`config.mk`:
```
export PLATFORM = sky130hd
export DESIGN_NAME = coreTop
export DESIGN_NICKNAME = d
export VERILOG_FILES = /design/src/logic/corePkg.sv /design/src/logic/coreTop.sv /design/src/logic/resultStage.sv /design/src/logic/executeStage.sv /design/src/logic/aluCore.sv /design/src/logic/forwardUnit.sv /design/src/logic/decodeStage.sv /design/src/logic/regFile.sv
export SDC_FILE = /design/constraint.sdc
export NUM_CORES = 2
export LEC_CHECK = 0
export BUFFER_PORTS_ARGS = -buffer_cell sky130_fd_sc_hd__buf_4
export CORE_ASPECT_RATIO = 0.7
export CORE_UTILIZATION = 46
export CTS_CLUSTER_SIZE = 28
export DETAILED_ROUTE_END_ITERATION = 6
export SLEW_MARGIN = 0
export SYNTH_ARGS = -nofsm -noshare
export SYNTH_HDL_FRONTEND = slang
export SYNTH_SLANG_ARGS = --single-unit
```
`constraint.sdc`:
```
create_clock -name clk -period 9.92 [get_ports clk]
set_input_delay 2.48 -clock clk [delete_from_list [all_inputs] [get_ports clk]]
set_output_delay 2.48 -clock clk [all_outputs]
set_load 0.05 [all_outputs]
```
`src/logic/corePkg.sv`:
```
package corePkg;

  // Datapath sizes
  localparam int dataWidth    = 32;
  localparam int regAddrWidth = 4;   // r0..r15
  localparam int numRegs      = 16;
  localparam int instrWidth   = 32;

  // Instruction field low bits, data-processing layout
  localparam int immFlagBit = 25;    // I bit, selects imm8 for operand B
  localparam int opcodeLsb  = 21;    // Bits 24:21
  localparam int rnLsb      = 16;    // Bits 19:16, first source
  localparam int rdLsb      = 12;    // Bits 15:12, destination
  localparam int shAmtLsb   = 7;     // Bits 11:7
  localparam int shTypeLsb  = 5;     // Bits 6:5
  localparam int rmLsb      = 0;     // Bits 3:0, second source
  localparam int imm8Lsb    = 0;     // Bits 7:0, overlaps shift and rm

  // Field widths
  localparam int opWidth     = 4;
  localparam int shAmtWidth  = 5;
  localparam int shTypeWidth = 2;
  localparam int imm8Width   = 8;

  // ARM data-processing opcodes kept by this core
  typedef enum logic [opWidth-1:0] {
    opAnd = 4'd0,
    opEor = 4'd1,
    opSub = 4'd2,
    opAdd = 4'd4,
    opOrr = 4'd12,
    opMov = 4'd13,
    opBic = 4'd14
  } aluOpT;

  typedef enum logic [shTypeWidth-1:0] {
    shLsl = 2'd0,
    shLsr = 2'd1,
    shAsr = 2'd2,
    shRor = 2'd3
  } shiftT;

  // Operand source in E, encoded like a 3-input mux select
  typedef enum logic [1:0] {
    fwdReg = 2'd0,  // Value read in decode
    fwdW   = 2'd1,  // Writeback stage
    fwdM   = 2'd2   // Memory stage, youngest result
  } fwdSelT;

endpackage
```
`src/logic/coreTop.sv`:
```
`timescale 1ns/1ps

module coreTop (
  input  logic                             clk,
  input  logic                             rstN,
  input  logic                             instrValid,
  input  logic [corePkg::instrWidth-1:0]   instr,
  output logic                             wbValid,
  output logic [corePkg::regAddrWidth-1:0] wbReg,
  output logic [corePkg::dataWidth-1:0]    wbData
);
  import corePkg::*;

  // Register file read side
  logic [regAddrWidth-1:0] raAddr;
  logic [regAddrWidth-1:0] rbAddr;
  logic [dataWidth-1:0]    raData;
  logic [dataWidth-1:0]    rbData;

  // E stage
  logic                    eValid;
  aluOpT                   eOp;
  logic                    eImmFlag;
  logic [dataWidth-1:0]    eImm;
  logic [shAmtWidth-1:0]   eShiftAmt;
  shiftT                   eShiftType;
  logic [regAddrWidth-1:0] eRa;
  logic [regAddrWidth-1:0] eRb;
  logic [dataWidth-1:0]    eRaData;
  logic [dataWidth-1:0]    eRbData;
  logic [regAddrWidth-1:0] eRd;

  // M stage
  logic                    exValid;
  logic [regAddrWidth-1:0] exRd;
  logic [dataWidth-1:0]    exResult;
  logic                    mValid;
  logic [regAddrWidth-1:0] mRd;
  logic [dataWidth-1:0]    mData;

  regFile regs (
    .clk(clk), .rstN(rstN),
    .raAddr(raAddr), .rbAddr(rbAddr), .raData(raData), .rbData(rbData),
    .we(wbValid), .wAddr(wbReg), .wData(wbData)    // Written from W
  );

  decodeStage decode (
    .clk(clk), .rstN(rstN), .instrValid(instrValid), .instr(instr),
    .raAddr(raAddr), .rbAddr(rbAddr), .raData(raData), .rbData(rbData),
    .eValid(eValid), .eOp(eOp), .eImmFlag(eImmFlag), .eImm(eImm),
    .eShiftAmt(eShiftAmt), .eShiftType(eShiftType), .eRa(eRa), .eRb(eRb),
    .eRaData(eRaData), .eRbData(eRbData), .eRd(eRd)
  );

  executeStage execute (
    .clk(clk), .rstN(rstN), .eValid(eValid), .eOp(eOp), .eImmFlag(eImmFlag),
    .eImm(eImm), .eShiftAmt(eShiftAmt), .eShiftType(eShiftType), .eRa(eRa),
    .eRb(eRb), .eRaData(eRaData), .eRbData(eRbData), .eRd(eRd),
    .mValid(mValid), .mRd(mRd), .mData(mData),
    .wValid(wbValid), .wRd(wbReg), .wData(wbData),   // W forward path
    .exValid(exValid), .exRd(exRd), .exResult(exResult)
  );

  resultStage result (
    .clk(clk), .rstN(rstN), .exValid(exValid), .exRd(exRd), .exResult(exResult),
    .mValid(mValid), .mRd(mRd), .mData(mData),
    .wbValid(wbValid), .wbReg(wbReg), .wbData(wbData)
  );

endmodule

```
`src/logic/resultStage.sv`:
```
`timescale 1ns/1ps

module resultStage (
  input  logic                             clk,
  input  logic                             rstN,
  input  logic                             exValid,
  input  logic [corePkg::regAddrWidth-1:0] exRd,
  input  logic [corePkg::dataWidth-1:0]    exResult,
  output logic                             mValid,
  output logic [corePkg::regAddrWidth-1:0] mRd,
  output logic [corePkg::dataWidth-1:0]    mData,
  output logic                             wbValid,
  output logic [corePkg::regAddrWidth-1:0] wbReg,
  output logic [corePkg::dataWidth-1:0]    wbData
);
  import corePkg::*;

  logic [regAddrWidth-1:0] wRdQ;
  logic [dataWidth-1:0]    wDataQ;

  // M stage, the register filled by execute, seen as forward source
  assign mValid = exValid;
  assign mRd    = exRd;
  assign mData  = exResult;

  // M to W strobe, high for one cycle per instruction
  always_ff @(posedge clk or negedge rstN) begin
    if (!rstN) begin
      wbValid <= 1'b0;
    end else begin
      wbValid <= mValid;
    end
  end

  // Payload only moves with a valid result
  always_ff @(posedge clk) begin
    if (mValid) begin
      wRdQ   <= mRd;
      wDataQ <= mData;
    end
  end

  assign wbReg  = wRdQ;     // Also regfile write port and W forward
  assign wbData = wDataQ;

endmodule

```
`src/logic/executeStage.sv`:
```
`timescale 1ns/1ps

module executeStage (
  input  logic                             clk,
  input  logic                             rstN,
  input  logic                             eValid,
  input  corePkg::aluOpT                   eOp,
  input  logic                             eImmFlag,
  input  logic [corePkg::dataWidth-1:0]    eImm,
  input  logic [corePkg::shAmtWidth-1:0]   eShiftAmt,
  input  corePkg::shiftT                   eShiftType,
  input  logic [corePkg::regAddrWidth-1:0] eRa,
  input  logic [corePkg::regAddrWidth-1:0] eRb,
  input  logic [corePkg::dataWidth-1:0]    eRaData,
  input  logic [corePkg::dataWidth-1:0]    eRbData,
  input  logic [corePkg::regAddrWidth-1:0] eRd,
  input  logic                             mValid,
  input  logic [corePkg::regAddrWidth-1:0] mRd,
  input  logic [corePkg::dataWidth-1:0]    mData,
  input  logic                             wValid,
  input  logic [corePkg::regAddrWidth-1:0] wRd,
  input  logic [corePkg::dataWidth-1:0]    wData,
  output logic                             exValid,
  output logic [corePkg::regAddrWidth-1:0] exRd,
  output logic [corePkg::dataWidth-1:0]    exResult
);
  import corePkg::*;

  fwdSelT               fwdA;
  fwdSelT               fwdB;
  logic [dataWidth-1:0] srcA;
  logic [dataWidth-1:0] srcB;      // Before shift and imm select
  logic [dataWidth-1:0] aluResult;

  // Bypass mux, one per operand
  function automatic logic [dataWidth-1:0] fwdMux(
    input fwdSelT               sel,
    input logic [dataWidth-1:0] regVal,
    input logic [dataWidth-1:0] mVal,
    input logic [dataWidth-1:0] wVal
  );
    logic [dataWidth-1:0] val;
    case (sel)
      fwdM:    val = mVal;
      fwdW:    val = wVal;
      default: val = regVal;
    endcase
    return val;
  endfunction

  forwardUnit fwdUnit (
    .eRa    (eRa),
    .eRb    (eRb),
    .mValid (mValid),
    .mRd    (mRd),
    .wValid (wValid),
    .wRd    (wRd),
    .fwdA   (fwdA),
    .fwdB   (fwdB)
  );

  assign srcA = fwdMux(fwdA, eRaData, mData, wData);
  assign srcB = fwdMux(fwdB, eRbData, mData, wData);

  aluCore alu (
    .op        (eOp),
    .a         (srcA),
    .rbVal     (srcB),
    .immFlag   (eImmFlag),   // Operand B select lives in the ALU
    .imm       (eImm),
    .shiftAmt  (eShiftAmt),
    .shiftType (eShiftType),
    .result    (aluResult)
  );

  // E to M
  always_ff @(posedge clk or negedge rstN) begin
    if (!rstN) begin
      exValid <= 1'b0;
    end else begin
      exValid <= eValid;
    end
  end

  always_ff @(posedge clk) begin
    exRd     <= eRd;
    exResult <= aluResult;
  end

endmodule

```
`src/logic/aluCore.sv`:
```
`timescale 1ns/1ps

module aluCore (
  input  corePkg::aluOpT                 op,
  input  logic [corePkg::dataWidth-1:0]  a,
  input  logic [corePkg::dataWidth-1:0]  rbVal,
  input  logic                           immFlag,
  input  logic [corePkg::dataWidth-1:0]  imm,
  input  logic [corePkg::shAmtWidth-1:0] shiftAmt,
  input  corePkg::shiftT                 shiftType,
  output logic [corePkg::dataWidth-1:0]  result
);
  import corePkg::*;

  logic [dataWidth-1:0]   shifted;
  logic [2*dataWidth-1:0] rotWide;  // Doubled word for rotate
  logic [dataWidth-1:0]   b;

  assign rotWide = {rbVal, rbVal} >> shiftAmt;

  // Immediate shifter on the second register, amount 0 passes through
  always_comb begin
    case (shiftType)
      shLsl:   shifted = rbVal << shiftAmt;
      shLsr:   shifted = rbVal >> shiftAmt;
      shAsr:   shifted = $signed(rbVal) >>> shiftAmt;  // Sign fill
      shRor:   shifted = rotWide[dataWidth-1:0];
      default: shifted = rbVal;
    endcase
  end

  // Operand B, imm skips the shifter
  assign b = immFlag ? imm : shifted;

  // Data-processing ops, arithmetic wraps at 32 bits
  always_comb begin
    case (op)
      opAnd:   result = a & b;
      opEor:   result = a ^ b;
      opSub:   result = a - b;
      opAdd:   result = a + b;
      opOrr:   result = a | b;
      opMov:   result = b;       // A ignored
      opBic:   result = a & ~b;
      default: result = '0;
    endcase
  end

endmodule

```
`src/logic/forwardUnit.sv`:
```
`timescale 1ns/1ps

module forwardUnit (
  input  logic [corePkg::regAddrWidth-1:0] eRa,
  input  logic [corePkg::regAddrWidth-1:0] eRb,
  input  logic                             mValid,
  input  logic [corePkg::regAddrWidth-1:0] mRd,
  input  logic                             wValid,
  input  logic [corePkg::regAddrWidth-1:0] wRd,
  output corePkg::fwdSelT                  fwdA,
  output corePkg::fwdSelT                  fwdB
);
  import corePkg::*;

  // M is younger than W so it is checked first
  function automatic fwdSelT pickSrc(
    input logic [regAddrWidth-1:0] src,
    input logic                    mVld,
    input logic [regAddrWidth-1:0] mDst,
    input logic                    wVld,
    input logic [regAddrWidth-1:0] wDst
  );
    fwdSelT sel;
    if (mVld && (mDst == src)) begin
      sel = fwdM;
    end else if (wVld && (wDst == src)) begin
      sel = fwdW;
    end else begin
      sel = fwdReg;  // Decode read already current
    end
    return sel;
  endfunction

  assign fwdA = pickSrc(eRa, mValid, mRd, wValid, wRd);
  assign fwdB = pickSrc(eRb, mValid, mRd, wValid, wRd);  // Shifter input, not imm

endmodule

```
`src/logic/decodeStage.sv`:
```
`timescale 1ns/1ps

module decodeStage (
  input  logic                             clk,
  input  logic                             rstN,
  input  logic                             instrValid,
  input  logic [corePkg::instrWidth-1:0]   instr,
  output logic [corePkg::regAddrWidth-1:0] raAddr,
  output logic [corePkg::regAddrWidth-1:0] rbAddr,
  input  logic [corePkg::dataWidth-1:0]    raData,
  input  logic [corePkg::dataWidth-1:0]    rbData,
  output logic                             eValid,
  output corePkg::aluOpT                   eOp,
  output logic                             eImmFlag,
  output logic [corePkg::dataWidth-1:0]    eImm,
  output logic [corePkg::shAmtWidth-1:0]   eShiftAmt,
  output corePkg::shiftT                   eShiftType,
  output logic [corePkg::regAddrWidth-1:0] eRa,
  output logic [corePkg::regAddrWidth-1:0] eRb,
  output logic [corePkg::dataWidth-1:0]    eRaData,
  output logic [corePkg::dataWidth-1:0]    eRbData,
  output logic [corePkg::regAddrWidth-1:0] eRd
);
  import corePkg::*;

  aluOpT                 op;
  shiftT                 shType;
  logic                  opOk;     // Opcode is one we execute
  logic [dataWidth-1:0]  immExt;

  // Field split
  assign raAddr = instr[rnLsb +: regAddrWidth];
  assign rbAddr = instr[rmLsb +: regAddrWidth];
  assign op     = aluOpT'(instr[opcodeLsb +: opWidth]);
  assign shType = shiftT'(instr[shTypeLsb +: shTypeWidth]);

  // Zero extended, no rotation
  assign immExt = {{(dataWidth - imm8Width){1'b0}}, instr[imm8Lsb +: imm8Width]};

  always_comb begin
    case (op)
      opAnd, opEor, opSub, opAdd, opOrr, opMov, opBic: opOk = 1'b1;
      default: opOk = 1'b0;  // Unknown opcode becomes a bubble
    endcase
  end

  // D to E valid
  always_ff @(posedge clk or negedge rstN) begin
    if (!rstN) begin
      eValid <= 1'b0;
    end else begin
      eValid <= instrValid && opOk;
    end
  end

  // D to E payload, loaded every cycle
  always_ff @(posedge clk) begin
    eOp        <= op;
    eImmFlag   <= instr[immFlagBit];
    eImm       <= immExt;
    eShiftAmt  <= instr[shAmtLsb +: shAmtWidth];
    eShiftType <= shType;
    eRa        <= raAddr;      // Kept for forwarding compares
    eRb        <= rbAddr;
    eRaData    <= raData;
    eRbData    <= rbData;
    eRd        <= instr[rdLsb +: regAddrWidth];
  end

endmodule

```
`src/logic/regFile.sv`:
```
`timescale 1ns/1ps

module regFile (
  input  logic                             clk,
  input  logic                             rstN,
  input  logic [corePkg::regAddrWidth-1:0] raAddr,
  input  logic [corePkg::regAddrWidth-1:0] rbAddr,
  output logic [corePkg::dataWidth-1:0]    raData,
  output logic [corePkg::dataWidth-1:0]    rbData,
  input  logic                             we,
  input  logic [corePkg::regAddrWidth-1:0] wAddr,
  input  logic [corePkg::dataWidth-1:0]    wData
);
  import corePkg::*;

  logic [dataWidth-1:0] regs [numRegs];  // r15 is a plain register here
  logic                 hitA;
  logic                 hitB;

  // All registers start at zero
  always_ff @(posedge clk or negedge rstN) begin
    if (!rstN) begin
      for (int i = 0; i < numRegs; i++) begin
        regs[i] <= '0;
      end
    end else if (we) begin
      regs[wAddr] <= wData;
    end
  end

  // Same-cycle write shows up on the read ports
  assign hitA = we && (raAddr == wAddr);
  assign hitB = we && (rbAddr == wAddr);

  assign raData = hitA ? wData : regs[raAddr];  // Bypass on write hit
  assign rbData = hitB ? wData : regs[rbAddr];

endmodule

```
==> flow_results.org <==
** Clock network
- In this run, post-CTS hold repair placed 0 buffers.
- TritonCTS clock tree :: built
- Setup repair bufs after CTS :: 0
- For the worst-skew pair, the clock arrives at the later sink with an insertion delay of 0.67 ns.
- H-tree lvl count :: 3
- Gates resized during post-CTS repair numbered 0.
- TritonCTS created 70 clock buffers.
- Clk pin slew, worst setup/hold paths :: 0.06 ns
- For this design, the sink count on the clock tree is 676.
- Library cell used as clock root buffer :: sky130_fd_sc_hd__clkbuf_16
- CTS max path bufs :: 3

** GRT
- GRT busiest layer :: met1
- Global-route met2 utilization :: 0.4790
- First-pass GRT wire length :: about 240 mm
- In the global route stage, overall resource usage came out at 0.3605.
- In the global route stage, met1 resource usage came out at 0.5348.
- Met3 global-route usage :: 0.1455
- Entering global routing, the biggest net connects 121 pins.
- The number of antenna violations at the first check in global routing was 7.
- The via count of the first global-routing pass was approximately 32000.
- Grt total ovfl :: 0

** Drt
- In this run, the number of DRC markers left after iteration 0 of detailed routing was 4441.
- Remaining design rule violation count :: 1
- Once detail routing completed, the nets flagged for antenna violations numbered 0.
- Dividing the detail-routed wire length by the instance count gives 35.78 µm.
- Drt first pass iters :: 7
- Dividing the detail-routed via count by the number of cells gives 6.995.
- Wires add up to 171.3 mm.
- The detailed router placed ~33000 vias in this run.

** Floorplan
- The die is 257.8 µm tall.
- Die Wd :: 367.5 µm
- In this run the standard cell core region covers between 90000 and 100000 µm².
- The die covers 94730 µm².
- In this run the count of I/O pins placed on the die edge is 72.
- Effective utilization at floorplan :: 0.4661
- The initialized floorplan defines 93 standard-cell rows.

** Yosys
- In this run, synthesis produced a sequential element count of 676.
- Net count after synthesis :: 3629
- Synthesis produced 3529 cells.
- For this run, the register share of the synthesized area comes to 0.3830.
- For this run, the leading register cell type out of synthesis is sky130_fd_sc_hd__dfrtp_1.
- Area share of the leading cell type in the synthesized netlist :: 0.2997
- Cell types with the largest area share after synthesis :: sky130_fd_sc_hd__dfrtp_1 30%, sky130_fd_sc_hd__mux4_2 19%, sky130_fd_sc_hd__mux2_2 15%, sky130_fd_sc_hd__dfxtp_1 5.8%, sky130_fd_sc_hd__edfxtp_1 2.5%
- The Yosys step of the flow raised 0 warnings.
- Counting flops with an async set or reset pin after synthesis yields a share of 0.7618.
- Yosys mapped the design onto 106 distinct sky130hd cell types.
- Post-synthesis instance area :: 43000 µm²
- Synth area leader :: sky130_fd_sc_hd__dfrtp_1
- Post-synth EDFFs :: 36
- Avg Synthesized Cell Area :: 12.19 µm²

** Critical path
- Worst path arrival time :: 9.90 ns
- In this design, the stage delay of the slowest critical-path cell is 0.88 ns.
- STA classifies the critical path endpoint as a flop.
- WP buf/inv :: 0
- CP startpoint kind :: flop
- The worst setup path is of the flop to flop kind.
- Data required time of the worst path :: 10.45 ns
- Top cell family by delay on the critical path :: compound AO/OA/AOI/OAI gates
- In this run the worst path has a maximum fanout of 20.
- Slowest cell on the critical path :: sky130_fd_sc_hd__nor3_1

** STA
- Tightest Pin Transition :: approximately 1.4 ns
- Smallest setup slack after layout :: 0.5423 ns
- Fin crit period :: 9.378 ns
- The final number of hold-violating endpoints is 0.
- In the finished design, the share of the clock period the worst path needs comes to 0.9453.
- Setup violations remaining at the end of the flow were counted as 0.
- Setup skew after layout :: about 0.037 ns
- Total count of max-transition violations in the final report :: 0
- RSZ-0062 raised after global routing :: no
- Setup tns final :: 0 ns
- The worst pin sits at a relative slew slack of 0.04443.
- Highest attainable clock frequency :: 106.6 MHz

** Layout
- In the final design database the tool counted 3595 nets.
- Of the cells placed in the final design, the portion with a size suffix greater than 1 is 0.3977.
- Leaving out fill and tap cells, the most frequent cells in the layout are 588 x sky130_fd_sc_hd__mux2_2, 514 x sky130_fd_sc_hd__dfrtp_1, 369 x sky130_fd_sc_hd__mux4_2, 234 x sky130_fd_sc_hd__buf_4, 159 x sky130_fd_sc_hd__nor2_1.
- Area added between synthesis and finish :: 10.53%
- The library cell used most frequently in the layout, excluding fill and tap cells, is sky130_fd_sc_hd__mux2_2.
- Number of cells in the finished layout apart from fillers :: 4787

** Power
- The worst-case IR drop observed on VDD is 0.1934 mV.
- Pleak :: 0.01896 µW
- Areal power density over the cells :: 185.2 nW/µm²

** Hold path
- In this run the worst hold path is classified as flop to flop.

** Status
- The checks that failed: design-rule violations.
- The run finished, with violations left.

** Placement
- Timing analysis after detailed placement gives a worst setup slack of 1.209 ns.
- Number of buffer cells added on primary ports :: 64
- Number of cells after detailed placement :: 4658
- The HPWL after detailed placement is 117.8 mm.
- Final weighted congestion of routability-driven global placement :: 1.064

** Run
- Max-cap violations :: 0
[registers in the layout, indices dropped and copies added (netlist names)]
signal,count
decode.eRbData,32
result.wbReg,4
decode.eShiftAmt,5
decode.eImmFlag,1
decode.eRa,4
execute.exValid,1
decode.eOp,4
decode.eValid,1
execute.exRd,4
result.wbValid,1
decode.eShiftType,1
execute.exResult,32
decode.eImm,3
decode.eRaData,32
decode.eRd,4
result.wbData,32
decode.eRb,3
regs.regs,512
[path summary, 6_finish.rpt]
check / startpoint / end / slack, ns / cells after the start
max reg2reg: decode.eRb[1] / execute.exResult[31] / 0.54 / 27
min: decode.eRd[1] / execute.exRd[1] / 0.33 / 0
max in group asynchronous: rstN / regs.regs[11] / 6.22 / 3
min in group asynchronous: rstN / regs.regs[350] / 1.94 / 1
min reg2reg: decode.eRd[1] / execute.exRd[1] / 0.33 / 0
max: decode.eRb[1] / execute.exResult[31] / 0.54 / 27
[through the flow]
| stage | area, µm² | util | hold WS [ns] | power [µW] |
|---|---|---|---|---|
| floorplan | 43010 | - | 0.3096 | 4998 |
| global placement | 45160 | 0.4894 | 0.3170 | 5943 |
| detailed placement | 45160 | 0.4894 | 0.3164 | 5960 |
| CTS | 47530 | 0.5151 | 0.3313 | 8743 |
| global route | 47530 | 0.5151 | 0.3411 | 9102 |
| finish | 47530 | 0.5151 | 0.3298 | 8805 |
[synth_stat cells, types with 15 or more instances]
library cell / instances
sky130_fd_sc_hd__mux2i_1: 67
sky130_fd_sc_hd__mux2_2: 588
sky130_fd_sc_hd__edfxtp_1: 36
sky130_fd_sc_hd__ha_1: 64
sky130_fd_sc_hd__a21o_1: 15
sky130_fd_sc_hd__clkbuf_1: 238
sky130_fd_sc_hd__a21oi_1: 114
sky130_fd_sc_hd__o211ai_1: 31
sky130_fd_sc_hd__xnor2_1: 53
sky130_fd_sc_hd__o221ai_1: 22
sky130_fd_sc_hd__nor2_1: 169
sky130_fd_sc_hd__nand3_1: 74
sky130_fd_sc_hd__dfxtp_1: 125
sky130_fd_sc_hd__o21ai_1: 26
sky130_fd_sc_hd__o22ai_1: 15
sky130_fd_sc_hd__mux4_2: 369
sky130_fd_sc_hd__inv_1: 56
sky130_fd_sc_hd__buf_6: 18
sky130_fd_sc_hd__nand2_1: 158
sky130_fd_sc_hd__a221oi_1: 25
sky130_fd_sc_hd__dfrtp_1: 515
sky130_fd_sc_hd__a31oi_1: 61
sky130_fd_sc_hd__buf_2: 20
sky130_fd_sc_hd__nor3_1: 72
sky130_fd_sc_hd__o21ai_0: 120
sky130_fd_sc_hd__xor2_1: 24
sky130_fd_sc_hd__a311oi_1: 38
sky130_fd_sc_hd__buf_1: 70
sky130_fd_sc_hd__a211oi_1: 26
[layer usage]
| layer | part of all wire | vias to the layer above |
|---|---|---|
| li1 | - | 13762 |
| met1 | 0.44 | 17614 |
| met2 | 0.40 | 1816 |
| met3 | 0.13 | 283 |
| met4 | 0.029 | 10 |
| met5 | 0.0022 | - |
[report_power, final]
| group | total [µW] | switching [µW] | internal [µW] | leakage, µW |
|---|---|---|---|---|
| Combinational | 2580 | 1470 | 1110 | 0.00970 |
| Sequential | 3450 | 323 | 3130 | 0.00810 |
| Clock | 2770 | 1190 | 1590 | 0.00115 |
| Total | 8810 | 2980 | 5820 | 0.0190 |
[final cells by class]
cell class / instances / area (µm²)
diodes: 2 / 5.005
clock buffers: 101 / 1969
clock inverters: 26 / 402.9
fillers: 8041 / 44740
inverters: 61 / 229.0
multi-input cells: 2445 / 25040
flip-flops and latches: 676 / 16480
well taps: 1235 / 1545
repair buffers: 241 / 1864
[kinds of logic (layout without fill, tap and decap cells)]
| family | Yosys count | in the layout | synth area share |
|---|---|---|---|
| AOI/OAI and AO/OA | 686 | 686 | 0.1137 |
| xor gates and xnor gates | 79 | 79 | 0.01658 |
| adders and majority gates | 65 | 65 | 0.01909 |
| buffers and inverters | 408 | 429 | 0.03942 |
| DFF | 676 | 676 | 0.3830 |
| muxes | 1024 | 1024 | 0.3628 |
| other | 0 | 2 | 0 |
| and+or+nand+nor | 591 | 591 | 0.06540 |
[worst reg2reg max path: cells and delay by family (launching register included)]
kind,cells,cell delay [ns]
AO/OA/AOI/OAI,16,4.38
AND/OR/NAND/NOR,6,2.50
multiplexers,1,0.56
flip-flops,1,0.85
adder cells (fa/ha/maj),1,0.31
XOR/XNOR,3,0.66
Power figures use the tool's default switching activity.
